`src/include/memsys_params.svh`:
```
`ifndef MEMSYS_PARAMS_SVH
`define MEMSYS_PARAMS_SVH

// data word width
`define MEMSYS_WORD_W 16

// address map, DRAM below the I/O window
`define MEMSYS_DRAM_LAST 16'hF7FF
`define MEMSYS_IO_BASE 16'hF800
`define MEMSYS_IO_REGS 8

// cycles from an accepted DRAM request to its response
`define MEMSYS_DRAM_LAT 4

// requests the DRAM controller can hold at once
`define MEMSYS_CREDITS 2

`endif

```
`src/hdl/memsys_pkg.sv`:
```
`default_nettype none
`include "memsys_params.svh"

package memsys_pkg;

    typedef logic [`MEMSYS_WORD_W-1:0] word_t;
    typedef logic [15:0] addr_t;
    typedef logic [15:0] dram_addr_t;
    typedef logic [$clog2(`MEMSYS_IO_REGS)-1:0] io_idx_t;
    typedef logic [$clog2(`MEMSYS_CREDITS+1)-1:0] credit_t;

    // which half of an access a DRAM response belongs to
    typedef enum logic {
        TAG_INSTR,
        TAG_DATA
    } tag_t;

    typedef struct packed {
        logic       valid;
        logic       write;
        tag_t       tag;
        dram_addr_t addr;
        word_t      wdata;
    } dram_req_t;

    typedef struct packed {
        logic  valid;
        tag_t  tag;
        word_t rdata;
    } dram_rsp_t;

    typedef struct packed {
        logic    valid;
        logic    write;
        io_idx_t idx;
        word_t   wdata;
    } io_req_t;

    typedef enum logic [1:0] {
        ST_IDLE,
        ST_ISSUE_INSTR,
        ST_ISSUE_DATA,
        ST_WAIT
    } map_state_t;

endpackage

`default_nettype wire

```
`src/hdl/mem_map.sv`:
```
`timescale 1ns/1ps
`default_nettype none
`include "memsys_params.svh"

module mem_map (
    input  logic                  clk,
    input  logic                  rst,
    input  memsys_pkg::addr_t     pc,
    input  memsys_pkg::addr_t     data_addr,
    input  memsys_pkg::word_t     data_in,
    input  logic                  write_en,
    input  memsys_pkg::dram_rsp_t dram_rsp,
    input  logic                  credit_ret,
    input  memsys_pkg::word_t     io_rdata,
    output memsys_pkg::dram_req_t dram_req,
    output memsys_pkg::io_req_t   io_req,
    output memsys_pkg::word_t     instr,
    output memsys_pkg::word_t     read_data,
    output logic                  done
);
    import memsys_pkg::*;

    localparam addr_t   DRAM_LAST = `MEMSYS_DRAM_LAST;
    localparam addr_t   IO_FIRST  = `MEMSYS_IO_BASE;
    localparam addr_t   IO_LAST   = addr_t'(`MEMSYS_IO_BASE + `MEMSYS_IO_REGS - 1);
    localparam credit_t CREDITS   = credit_t'(`MEMSYS_CREDITS);

    map_state_t state;
    addr_t      last_pc;
    credit_t    credits;
    credit_t    outstanding;
    logic       io_pend;
    logic       wr_q;
    word_t      instr_buf;
    word_t      data_buf;
    word_t      instr_n;
    word_t      data_n;
    logic       instr_dram;
    logic       data_dram;
    logic       data_io;
    logic       acc_done;

    function automatic logic in_dram(addr_t a);
        return a <= DRAM_LAST;
    endfunction

    function automatic logic in_io(addr_t a);
        return (a >= IO_FIRST) && (a <= IO_LAST);
    endfunction

    // last_pc doubles as the fetch address while an access is running
    assign instr_dram = in_dram(last_pc);
    assign data_dram  = in_dram(data_addr);
    assign data_io    = in_io(data_addr);

    always_comb begin
        dram_req = '0;
        io_req   = '0;
        case (state)
            ST_ISSUE_INSTR: begin
                if (instr_dram && credits != '0) begin
                    dram_req.valid = 1'b1;
                    dram_req.tag   = TAG_INSTR;
                    dram_req.addr  = dram_addr_t'(last_pc);
                end
            end
            ST_ISSUE_DATA: begin
                if (data_dram) begin
                    if (credits != '0) begin
                        dram_req.valid = 1'b1;
                        dram_req.write = write_en;
                        dram_req.tag   = TAG_DATA;
                        dram_req.addr  = dram_addr_t'(data_addr);
                        dram_req.wdata = data_in;
                    end
                end else if (data_io) begin
                    io_req.valid = 1'b1;
                    io_req.write = write_en;
                    io_req.idx   = io_idx_t'(data_addr);
                    io_req.wdata = data_in;
                end
            end
            default: ;
        endcase
    end

    // results including whatever arrives this cycle
    always_comb begin
        instr_n = instr_buf;
        data_n  = data_buf;
        if (dram_rsp.valid && dram_rsp.tag == TAG_INSTR) begin
            instr_n = dram_rsp.rdata;
        end
        if (dram_rsp.valid && dram_rsp.tag == TAG_DATA) begin
            data_n = dram_rsp.rdata;
        end
        if (io_pend) begin
            data_n = io_rdata;
        end
    end

    // i/o reads land in the first wait cycle, so only DRAM responses can hold us up
    assign acc_done = (state == ST_WAIT) &&
                      (outstanding == '0 || (outstanding == credit_t'(1) && dram_rsp.valid));

    always_ff @(posedge clk) begin
        if (!rst) begin
            state       <= ST_IDLE;
            last_pc     <= 16'hFFFF;
            credits     <= CREDITS;
            outstanding <= '0;
            io_pend     <= 1'b0;
            done        <= 1'b0;
            instr       <= '0;
            read_data   <= '0;
        end else begin
            done    <= 1'b0;
            io_pend <= 1'b0;
            case ({dram_req.valid, credit_ret})
                2'b10:   credits <= credits - 1'b1;
                2'b01:   credits <= credits + 1'b1;
                default: ;
            endcase
            case ({dram_req.valid, dram_rsp.valid})
                2'b10:   outstanding <= outstanding + 1'b1;
                2'b01:   outstanding <= outstanding - 1'b1;
                default: ;
            endcase
            case (state)
                ST_IDLE: begin
                    if (pc != last_pc) begin
                        last_pc <= pc;
                        state   <= ST_ISSUE_INSTR;
                    end
                end
                ST_ISSUE_INSTR: begin
                    if (dram_req.valid || !instr_dram) begin
                        state <= ST_ISSUE_DATA;
                    end
                end
                ST_ISSUE_DATA: begin
                    if (dram_req.valid || !data_dram) begin
                        state <= ST_WAIT;
                    end
                    io_pend <= io_req.valid && !io_req.write;
                end
                ST_WAIT: begin
                    if (acc_done) begin
                        done  <= 1'b1;
                        instr <= instr_n;
                        if (!wr_q) begin
                            read_data <= data_n;
                        end
                        state <= ST_IDLE;
                    end
                end
                default: state <= ST_IDLE;
            endcase
        end
    end

    always_ff @(posedge clk) begin
        instr_buf <= instr_n;
        data_buf  <= data_n;
        // i/o fetches and unmapped reads come back as zero
        if (state == ST_ISSUE_INSTR && !instr_dram) begin
            instr_buf <= '0;
        end
        if (state == ST_ISSUE_DATA) begin
            wr_q <= write_en;
            if (!data_dram && !data_io) begin
                data_buf <= '0;
            end
        end
    end

    a_credit_range: assert property (@(posedge clk) disable iff (!rst)
        credits <= CREDITS)
        else $error("mem_map: credit count out of range");

    // a request may only go out while the controller still has room for it
    a_req_needs_credit: assert property (@(posedge clk) disable iff (!rst)
        dram_req.valid |-> outstanding < CREDITS)
        else $error("mem_map: DRAM request sent with no credit");

    // every credit is either held here or tied to a request in the controller
    a_credit_balance: assert property (@(posedge clk) disable iff (!rst)
        int'(credits) + int'(outstanding) == `MEMSYS_CREDITS)
        else $error("mem_map: credits and outstanding requests disagree");

endmodule

`default_nettype wire

```
`config.mk`:
```
export PLATFORM = sky130hd
export DESIGN_NAME = mem_map
export DESIGN_NICKNAME = d
export VERILOG_FILES = /design/src/hdl/memsys_pkg.sv /design/src/hdl/mem_map.sv
export VERILOG_INCLUDE_DIRS = /design/src /design/src/include
export SDC_FILE = /design/constraint.sdc
export NUM_CORES = 1
export LEC_CHECK = 0
export ABC_AREA = 1
export BUFFER_PORTS_ARGS = -buffer_cell sky130_fd_sc_hd__buf_2
export CORE_UTILIZATION = 49
export CTS_BUF_LIST = sky130_fd_sc_hd__clkbuf_4 sky130_fd_sc_hd__clkbuf_8 sky130_fd_sc_hd__clkbuf_16
export DETAILED_ROUTE_END_ITERATION = 7
export PLACE_DENSITY = 0.81
export SETUP_SLACK_MARGIN = 0.4
export SKIP_CTS_REPAIR_TIMING = 1
export SLEW_MARGIN = 20
export SYNTH_ARGS = -nofsm -noshare
export SYNTH_HDL_FRONTEND = slang
export SYNTH_SLANG_ARGS = --single-unit
```
`constraint.sdc`:
```
create_clock -name clk -period 2.5 [get_ports clk]
set_clock_uncertainty 0.1 [all_clocks]
set_input_delay 0.5 -clock clk [delete_from_list [all_inputs] [get_ports clk]]
set_output_delay 0.5 -clock clk [all_outputs]
set_load 0.05 [all_outputs]
```
==> results.md <==
* Top Usage Layer GRT: met2
* HP Class: input port to flip-flop
* Slew Limit Fails at 0
* Die ar. at 0.00932 mm²
* Min-delay src: write_en
* Clk sinks at 89
* Max-cap viol count at 0
* Met2 GRT Util at 0.383
* Setup Crit Path Kind: flip-flop to output pin
* Worst Hold Depth at 2
* Remaining Overflow, GRT at 0
* Yosys reg bits at 89
* DRC viols at 0
* Synthesized cell area at 0.00438 mm²
* PD cells at 959 mW/mm²
* Cts bufs inserted at 9
* Core Box Area at 0.00868 mm²
* Status: complete, no violations
* Non-filler cells, final at 925
* Routed Antenna Nets at 0
* Crit path max fanout at 6
* N_diodes at 0
* WL/cell at 14.7 µm
* Worst reg2reg path startpoint: credits[0]
* First-pass GRT wire length at 17000 µm
* Register area share after synthesis at 0.409
* CP required at 1.90 ns
* Adder-cell share of the synthesized area at 0.0257
* DP Area at 0.00581 mm²
* Crit. End Element: output pin
* Worst R2R End: credits[1]
* Detailed-route vias per instance at 5.24
* Yosys Warn Count at 0
* RSZ-0062 raised after global routing: yes
* Cells after Synth at 638
* Clk buf depth at 2
* Complex-gate fraction of the synthesized area at 0.204
* Final net count at 907
* Max Clk Rate at 0.402 GHz
* Placed Cells at 896
* Actual slew at the worst max-slew pin at 0.854 ns
* Unique cell type count in the Yosys netlist at 31
* Largest family of logic cells by synthesized area: simple AND/OR/NAND/NOR gates
* Tmin final at 2.49 ns
* Crit path launch: state[0]
* DR vias at 4846
* Final Cycle Share at 0.996
* CTS tree: built
* Row Count at 34
* Leak pwr at 3.34 nW
* Most frequent cells in the layout: nand2_1, buf_2, inv_1, dfxtp_1, o21ai_0
* Routing usage on met1 at 0.319
* Startpoint types: flip-flop
* Starting Density at 0.505
* Setup Viol. Count Final at 0
* VDD IR max at 0.475 mV
* Tot GR Track Use at 0.236
* Routability Congestion at 0.848
* Slew HR at 0.430
* Syn_nets at 733
* WL final at 13600 µm
* Chip width at 96.6 µm
* Clock-pin transition on the worst setup and hold timing paths at 0.09 ns
* Post-synthesis simple-gate area fraction at 0.228
* Fin area at 0.00659 mm²
* Detail Placement HPWL at 8690 µm
* Reg2Reg Setup Slack at 0.17 ns
* Layout cell share with drive strength beyond 1 at 0.371
* Pin count of the biggest net entering global routing at 52
* Commonest non-fill, non-tap cell in the layout: nand2_1
* Layout area overhead at 50.5%
* Xor/xnor share of the synthesized area at 0.00600
* Reg2Reg Depth at 13
* Mean area per synthesized cell at 6.87 µm²
* Deepest level of the CTS H-tree at 3
* Grt met3 use at 0.0399
* Clk_lat worst skew at 0.36 ns
* Number of port buffers at 174
* Worst Path Arrival at 1.89 ns
* Hold Fails Final Rpt at 0
* DRT Pass-1 Iters at 5
* Mux cell area share after synthesis at 0
* I/O pins at 175
* Setup TNS at 0 ns
* Initial antenna violation count at 0
* Clk root buf: clkbuf_8
* Die height at 96.6 µm
* Hold EP: io_pend
* Vias in the first global route at 3812
* DRT iter0 DRCs at 241
[worst max path at each step]
stage | to | slack (ns)
global placement | dram_req[10] | 0.14
detailed placement | io_req[11] | 0.12
global route | io_req[10] | -0.06
CTS | dram_req[17] | -0.08
floorplan | dram_req[16] | 0.25
finish | io_req[10] | 0.01
[final cells by class]
cell class | count | area [µm²]
clock buffer | 10 | 131
timing repair buffer | 193 | 1450
multi-input combinational | 416 | 2600
tap | 108 | 135
fill | 594 | 2090
inverter | 103 | 403
sequential | 89 | 1800
clock inverter | 6 | 75.1
[power by group]
group	total, W	internal [W]	switching [W]	leakage, nW
registers	0.00195	0.00176	0.000197	0.737
logic	0.00335	0.00113	0.00222	2.50
clock network	0.00102	0.000487	0.000534	0.102
[layer usage]
layer	share of wire	wire length [µm]
met1	0.42	5730
met4	0.028	382
met3	0.062	843
met5	0	0
met2	0.49	6690
[critical path, cell delays in order, from the launching register on]
cell	delay, ns
dfxtp_2	0.35
inv_4	0.07
ha_1	0.21
buf_6	0.14
nand4_1	0.14
buf_6	0.18
clkbuf_16	0.17
nor2_4	0.13
buf_8	0.15
[stage by stage]
step	total power [W]	utilization	hold slack, ns	worst slack, ns
global placement	0.00474	0.670	0.347	0.141
finish	0.00632	0.760	0.257	0.0108
floorplan	0.00433	-	0.334	0.250
detailed placement	0.00483	0.670	0.362	0.117
global route	0.00668	0.760	0.244	-0.0583
CTS	0.00584	0.693	0.248	-0.0789
[cell usage after synthesis]
master / instances / area (µm²)
clkbuf_1: 18 / 67.6
buf_6: 5 / 56.3
xor2_1: 3 / 26.3
nand2_4: 1 / 11.3
a21oi_2: 1 / 8.76
buf_1: 3 / 11.3
nor2_4: 1 / 11.3
nor4_2: 2 / 25.0
o21ai_0: 79 / 395
o211ai_2: 7 / 87.6
o21ai_1: 2 / 10.0
o211ai_1: 24 / 180
nor3_1: 1 / 5.00
buf_4: 1 / 7.51
o22ai_1: 3 / 18.8
dfxtp_1: 88 / 1760
edfxtp_1: 1 / 30.0
inv_2: 1 / 3.75
ha_1: 9 / 113
nand2_2: 2 / 12.5
clkbuf_2: 1 / 5.00
nor2_1: 86 / 323
nand4_1: 5 / 31.3
nand3_1: 8 / 40.0
or2_2: 1 / 6.26
nand2_1: 140 / 526
buf_2: 5 / 25.0
a21oi_1: 36 / 180
a31oi_2: 1 / 12.5
nor2_2: 1 / 6.26
inv_1: 102 / 383
[state kept, by name (all words and copies together) (netlist names)]
register	count
data_buf	16
io_pend	1
last_pc	16
wr_q	1
instr_buf	16
read_data	16
credits	2
state	2
instr	16
done	1
outstanding	2
[logic make-up (layout without fill, tap and decap cells)]
logic type	after synthesis	in the layout
AO/OA/AOI/OAI	153	153
XOR/XNOR	3	3
adder cells (fa/ha/maj)	9	9
buffers and inverters	136	312
flip-flops	89	89
AND/OR/NAND/NOR	248	251
Note: power is estimated with default switching activity, not from simulation.
