### src/include/memsys_params.svh
`ifndef MEMSYS_PARAMS_SVH
`define MEMSYS_PARAMS_SVH

// data word width
`define MEMSYS_WORD_W 16

// address map, DRAM below the I/O window
`define MEMSYS_DRAM_LAST 16'hF7FF
`define MEMSYS_IO_BASE 16'hF800
`define MEMSYS_IO_REGS 8

// cycles from an accepted DRAM request to its response
`define MEMSYS_DRAM_LAT 4

// requests the DRAM controller can hold at once
`define MEMSYS_CREDITS 2

`endif

### src/hdl/memsys_pkg.sv
`default_nettype none
`include "memsys_params.svh"

package memsys_pkg;

    typedef logic [`MEMSYS_WORD_W-1:0] word_t;
    typedef logic [15:0] addr_t;
    typedef logic [15:0] dram_addr_t;
    typedef logic [$clog2(`MEMSYS_IO_REGS)-1:0] io_idx_t;
    typedef logic [$clog2(`MEMSYS_CREDITS+1)-1:0] credit_t;

    // which half of an access a DRAM response belongs to
    typedef enum logic {
        TAG_INSTR,
        TAG_DATA
    } tag_t;

    typedef struct packed {
        logic       valid;
        logic       write;
        tag_t       tag;
        dram_addr_t addr;
        word_t      wdata;
    } dram_req_t;

    typedef struct packed {
        logic  valid;
        tag_t  tag;
        word_t rdata;
    } dram_rsp_t;

    typedef struct packed {
        logic    valid;
        logic    write;
        io_idx_t idx;
        word_t   wdata;
    } io_req_t;

    typedef enum logic [1:0] {
        ST_IDLE,
        ST_ISSUE_INSTR,
        ST_ISSUE_DATA,
        ST_WAIT
    } map_state_t;

endpackage

`default_nettype wire

### src/hdl/io_regs.sv
`timescale 1ns/1ps
`default_nettype none
`include "memsys_params.svh"

module io_regs (
    input  logic                clk,
    input  logic                rst,
    input  memsys_pkg::io_req_t io_req,
    output memsys_pkg::word_t   io_rdata,
    output memsys_pkg::word_t   io_pins
);
    import memsys_pkg::*;

    word_t regs [`MEMSYS_IO_REGS];

    // reads answer one cycle later and hold until the next read
    always_ff @(posedge clk) begin
        if (!rst) begin
            for (int i = 0; i < `MEMSYS_IO_REGS; i++) begin
                regs[i] <= '0;
            end
            io_rdata <= '0;
        end else if (io_req.valid) begin
            if (io_req.write) begin
                regs[io_req.idx] <= io_req.wdata;
            end else begin
                io_rdata <= regs[io_req.idx];
            end
        end
    end

    // register 0 drives the pin bus
    assign io_pins = regs[0];

endmodule

`default_nettype wire

### config.mk
export PLATFORM = sky130hd
export DESIGN_NAME = io_regs
export DESIGN_NICKNAME = d
export VERILOG_FILES = /design/src/hdl/memsys_pkg.sv /design/src/hdl/io_regs.sv
export VERILOG_INCLUDE_DIRS = /design/src /design/src/include
export SDC_FILE = /design/constraint.sdc
export NUM_CORES = 1
export LEC_CHECK = 0
export CAP_MARGIN = 20
export CORE_MARGIN = 1.5
export CORE_UTILIZATION = 65
export CTS_BUF_LIST = sky130_fd_sc_hd__clkbuf_4
export DETAILED_ROUTE_END_ITERATION = 16
export DONT_BUFFER_PORTS = 1
export PLACE_DENSITY = 0.91
export SETUP_SLACK_MARGIN = 0.3
export SYNTH_ARGS = -nofsm -noshare
export SYNTH_HDL_FRONTEND = slang
export SYNTH_SLANG_ARGS = --single-unit
### constraint.sdc
create_clock -name clk -period 3.05 [get_ports clk]
set_input_delay 0.1525 -clock clk [delete_from_list [all_inputs] [get_ports clk]]
set_output_delay 0.1525 -clock clk [all_outputs]
set_load 0.02 [all_outputs]
==> qor.yml, run 1 <==
synth_cell_types: 24
power.density_mw_per_mm2: 580.7
netlist.area_leader.share_pct: 58.97
vias: 4022
max-vdd-ir-drop_mv: 0.3668
hpwl_um: 8883
p_comb_share_pct: 7.6
crit_slowest_cell: "dlygate4sd3_1"
yosysMostFrequentCell: "and2_1"
synth_common_cells: "129 x and2_1, 128 x edfxtp_1, 52 x mux2_2"
crit_required_ps: 3490
post_synth.cell_area_avg_sq_um: 14.32
numCtsBuffers: 17
ys_async_sr_fraction_pct: 0
grt_remaining_overflow: 0
portBuffers: 0
max_freq_ghz: 0.4868
synth_area_sq_mm: 0.006518
yosys-top-cells-area: "edfxtp_1 59%, and2_1 12%, mux2_2 9.0%"
yosys_warnings: 0
cap_violations: 0
die_width_um: 103.1
start_util_pct: 66.99
max_stage_delay_ps: 570
cp.arrival_ps: 2490
grt_use_total_pct: 30.65
power.clock.fraction_pct: 36.2
clock_sinks: 144
core_area_sq_mm: 0.009729
cts_tree: "yes"
rows: 36
stdcell_area_sq_mm: 0.007157
placed_area_sq_mm: 0.006575
drc_errors: 0
area_delta_synth_final_pct: 9.810
syn_inst: 455
rsz0062_at_grt: "no"
setup_viol_count_final: 0
cts.repair.resized: 0
drt_iter0_markers: 518
grt_antenna_before_repair: 0
clockBufferDepth: 2
grt_max_degree: 37
cts-hold-fix-buffers: 21
sw_frac_of_total_pct: 22.60
critPathMaxFanout: 2
synth_seq_cells: 144
post_route_cells_drive_above_1_share_pct: 22.81
io_pins: 55
end_kind: "register"
syn-num-nets: 478
yosys.area.top_type: "edfxtp_1"
drv_slew: 0
worstSetupPathType: "register to register"
outcome: "finished, final reports clean"
power_leakage_uw: 0.002546
routedWlPerCell_um: 24.54
gp_congestion: 0.7843
drtPass1Iterations: 6
worstMarginPinSlew_ps: 920.4
htree_levels: 4
path_cells: "mux2_2 > a222oi_1 > a21oi_1 > dlygate4sd3_1"
tns_ps: 0
synth_ff_type: "edfxtp_1"
synth-edff-count: 128
die_area_sq_mm: 0.01064
die_h_um: 103.1
diodes: 0
detail-route-antenna-nets: 0
finalCriticalPeriod_ps: 2054
grt_pass1_vias: 4027
cts_setup_buffers: 0
switchingPower_uw: 939.0
routed_wl_um: 15310
nets: 501
insertion_delay_ps: 540
internal-power_uw: 3217
slew_headroom_pct: 38.64
setup.worst_path.start_class: "register"
root_buffer: "clkbuf_4"
via_per_inst: 6.446
hold_violations: 0
grt_pass1_wl_um: 22730
clock_skew_ps: 14.30
clk_pin_slew_ps: 130
hold_path.class: "primary input to register"
synth.yosys.seq_area_share_pct: 63.89
pwr-share-seq_pct: 56.2
fin_crit_sh_pct: 67.35
flip-flops by register name, summed over array words and instances, names as in the netlist:
signal	cells
io_rdata	16
regs	128
logic make-up (layout without fill, tap and decap cells):
logic type,Yosys count,after routing,synth area share [%]
compound gates,70,70,6.604
buf+inv,28,64,2.937
flops,144,144,63.89
mux,64,64,11.52
simple gates,149,149,15.05
final timing paths:
kind | from | end | slack (ps) | cells after the start
hold reg to reg | io_rdata[8] | io_rdata[8] | 660 | 2
hold / removal | rst | regs[1][9] | 50 | 2
setup / recovery | regs[0][14] | io_rdata[14] | 1000 | 4
setup reg to reg | regs[0][14] | io_rdata[14] | 1000 | 4
placed cells by master (no fill, tap or decap):
cell / count
a222oi_1: 16
mux2_4: 8
buf_4: 11
nand2_1: 1
bufinv_16: 6
and2_1: 129
nor2_2: 6
edfxtp_1: 128
buf_12: 1
mux2_2: 52
nor2b_1: 2
nor2_1: 1
nand4b_4: 1
dlygate4sd3_1: 20
nand4_4: 1
clkbuf_4: 19
mux2_1: 4
o21ai_0: 16
clkinvlp_4: 1
clkinv_1: 2
clkinv_4: 1
dfxtp_1: 16
and2b_1: 1
nor3_4: 2
a21oi_1: 32
clkinv_2: 3
o21ai_1: 6
nand2b_1: 5
routing by layer:
metal,vias up,wire length (um),global-route usage (%)
met1,1987,5762,41.69
met3,35,1698,9.288
met4,0,391,10.60
li1,1724,-,-
met5,-,0,0
met2,276,7461,47.62
metrics by stage:
stage | total power (uW) | std cells | util [%] | hold slack, ps | setup slack [ps]
after global placement | 2604 | 571 | 67.58 | 302.5 | 1158
after CTS | 4151 | 624 | 73.56 | 0.1776 | 1081
after detailed placement | 2623 | 571 | 67.58 | 305.0 | 965.7
final | 4156 | 624 | 73.56 | 53.75 | 995.8
after global routing | 4258 | 624 | 73.56 | 18.46 | 963.9
after floorplan | 2568 | 455 | - | 290.9 | 912.6
power groups by stage:
stage / combinational [uW] / sequential, uW / clock, uW
final: 315 / 2340 / 1500
after global routing: 332 / 2350 / 1580
after CTS: 308 / 2340 / 1510
after detailed placement: 243 / 2380 / 0
after global placement: 233 / 2370 / 0
after floorplan: 207 / 2360 / 0
worst max-delay path, delay by kind of cell, from the launching register on:
kind | cells | cell delay [ps]
buffers and inverters | 1 | 570
DFF | 1 | 550
AOI/OAI and AO/OA | 2 | 480
muxes | 1 | 350
layout make-up:
type	count	area (sq um)
Timing Repair Buffer	32	302.8
Clock inverter	13	219.0
Fill cell	614	2572
Tap cell	133	166.4
Multi-Input combinational cell	283	2162
Sequential cell	144	4164
Clock buffer	19	142.6
No activity file was read; power rests on OpenSTA's default activity.
==> run 2: changes to the inputs <==
Settings changed: CORE_UTILIZATION 65 to 59, PLACE_DENSITY 0.91 to 0.88.
Clock period 3.05 ns to 1.7 ns, I/O delays scaled along.
==> run 2 against run 1 <==
Effect of this change: the run now ends with negative hold slack left; worst hold slack lost 140 ps; sequential cell count unchanged; critical path depth fell by 1; first-iteration DRC count decreased by 14%; sequential share of layout area shrank 1.5 points; global-route usage shrank 1.6 points; clock-buffer cell count unchanged; largest cell class unchanged; largest power group unchanged.
==> qor.yml, run 2 (same netlist as run 1, synthesis figures left out) <==
crit_required_ps: 2120  # -1370 ps
reg2reg_depth: 3  # -1
cts-hold-fix-buffers: 23  # +9.5%
die_h_um: 108.1  # +4.8%
hold_path.class: "primary input to register"
largest_reg_flops: 128  # unchanged
outcome: "complete, but fails checks"
area_delta_synth_final_pct: 12.82
clk_pin_slew_ps: 120  # about the same
max_freq_ghz: 0.6945  # +43%
grt_pass1_vias: 4191  # +4.1%
setup_viol_count_final: 0  # unchanged
diodes: 0  # unchanged
die_width_um: 108.1  # +4.8%
numCtsBuffers: 17  # unchanged
path_cells: "mux2_4 > a222oi_1 > a21oi_1"
clock_skew_ps: 16.86  # +2.562 ps
start_util_pct: 60.39  # -6.6 points
finalCriticalPeriod_ps: 1440  # -614.3 ps
detail-route-antenna-nets: 0  # unchanged
path_delay_family: "flip-flops"
failed_checks: "negative hold slack"
fin_crit_sh_pct: 84.70  # +17 points
pre_cts_slack_ps: 255.0  # -710.7 ps
core_area_sq_mm: 0.01079  # +11%
power_leakage_uw: 0.002676  # +5.1%
drc_errors: 0  # unchanged
max-vdd-ir-drop_mv: 0.5191  # +42%
drt_iter0_markers: 444  # -14%
clock_sinks: 144  # unchanged
root_buffer: "clkbuf_4"
rsz0062_at_grt: "yes"
cts_tree: "yes"
crit_cells: 3  # -1
post_route_cells_drive_above_1_share_pct: 29.28  # +6.5 points
io_pins: 55  # unchanged
power.density_mw_per_mm2: 929.9  # +60%
grt_antenna_before_repair: 0  # unchanged
htree_levels: 4  # unchanged
drv_slew: 0  # unchanged
cts_setup_buffers: 0  # unchanged
layout_setup_ws_ps: 260.2  # -735.7 ps
setup.worst_path.start_class: "register"
crit_slowest_cell: "edfxtp_1"
via_per_inst: 6.135  # -4.8%
cap_violations: 0  # unchanged
die_area_sq_mm: 0.01169  # +9.9%
worstMarginPinSlew_ps: 858.0  # -62.44 ps
routedWlPerCell_um: 23.77  # -3.1%
portBuffers: 0  # unchanged
worstSetupPathType: "register to register"
drtPass1Iterations: 7  # +1
cp.arrival_ps: 1860  # -630 ps
path_buf_inv: 0  # -1
insertion_delay_ps: 540  # about the same
slew_headroom_pct: 42.68  # +4.0 points
largest_register: "regs"
routed_wl_um: 15830  # +3.4%
nets: 536  # +7.0%
grt_use_total_pct: 29.02  # -1.6 points
grt_remaining_overflow: 0  # unchanged
clockBufferDepth: 2  # unchanged
hpwl_um: 9968  # +12%
grt_pass1_wl_um: 23790  # +4.7%
max_stage_delay_ps: 540  # -30 ps
end_kind: "register"
vias: 4086  # +1.6%
final_cell_mix: "129 x and2_1, 128 x edfxtp_1, 52 x mux2_2"
rows: 38  # +5.6%
final_common_cell: "and2_1"
tns_ps: 0  # unchanged
gp_congestion: 0.8019  # +2.2%
critPathMaxFanout: 2  # unchanged
hold_violations: 16  # +16
hold_ws_ps: -83.07  # -136.8 ps
grt_max_degree: 70  # +89%
hold_depth: 3  # +1
top_regs: "regs x128, io_rdata x16"
-- run 2: cell count changes in the layout (fill, tap and decap cells not counted), moves of 3 or more --
cell,previous run,this run
buf_4,11,44
dfxtp_1,16,12
dfxtp_2,0,4
clkinv_2,3,6
bufinv_16,6,2
o21ai_2,0,4
o21ai_1,6,2
-- run 2: metrics by stage --
stage	power, uW	cells	instance area [sq um]	hold WS [ps]	utilization [%]
after global routing	7057	666	7353	-136.5	68.13
final	6838	666	7353	-83.07	68.13
after global placement	4738	611	6852	229.6	63.48
after CTS	6857	666	7346	-142.6	68.06
after detailed placement	4765	611	6852	238.5	63.48
after floorplan	4610	455	6538	223.4	-
-- run 2: where the power goes --
| group | switching (uW) | internal, uW | leakage [uW] |
|---|---|---|---|
| clock | 1170 | 880 | 0.000147 |
| sequential | 119 | 4050 | 0.00135 |
| combinational | 334 | 286 | 0.00118 |
| total | 1630 | 5210 | 0.00268 |
-- run 2: area by class of cell --
cell class                 instances  area [sq um]
fill                             711          3440
multi-input combinational        283          2182
tap                              140         175.2
clock buffer                      19         142.6
clock inverter                    13         121.4
timing repair buffer              67         563.0
sequential                       144          4169
-- run 2: metal layers --
layer  share of wire, %  GRT usage (%)  routed length [um]
met1                 37          35.36                5928
met5                  0              0                   0
met4                3.9          15.79                 614
met2                 49          46.38                7699
met3                 10          8.981                1589
-- run 2: path summary, 6_finish.rpt --
| check | endpoint | start | slack [ps] |
|---|---|---|---|
| max | io_rdata[3] | regs[0][3] | 260 |
| max reg2reg | io_rdata[3] | regs[0][3] | 260 |
| min reg2reg | io_rdata[9] | regs[4][9] | 680 |
| min | io_rdata[0] | io_req[16] | -80 |
-- run 2: worst min-delay path, cell delays in order --
cell and delay (ps):
mux2_4 130, a222oi_1 50, a21oi_1 130
-- run 2: what timing repair did --
| action | in CTS | in global routing |
|---|---|---|
| endpoints found under the setup margin | 2 | 19 |
| endpoints found under the hold margin | 248 | 16 |
| gates resized for setup | 0 | 5 |
| pin swaps | 1 | 3 |
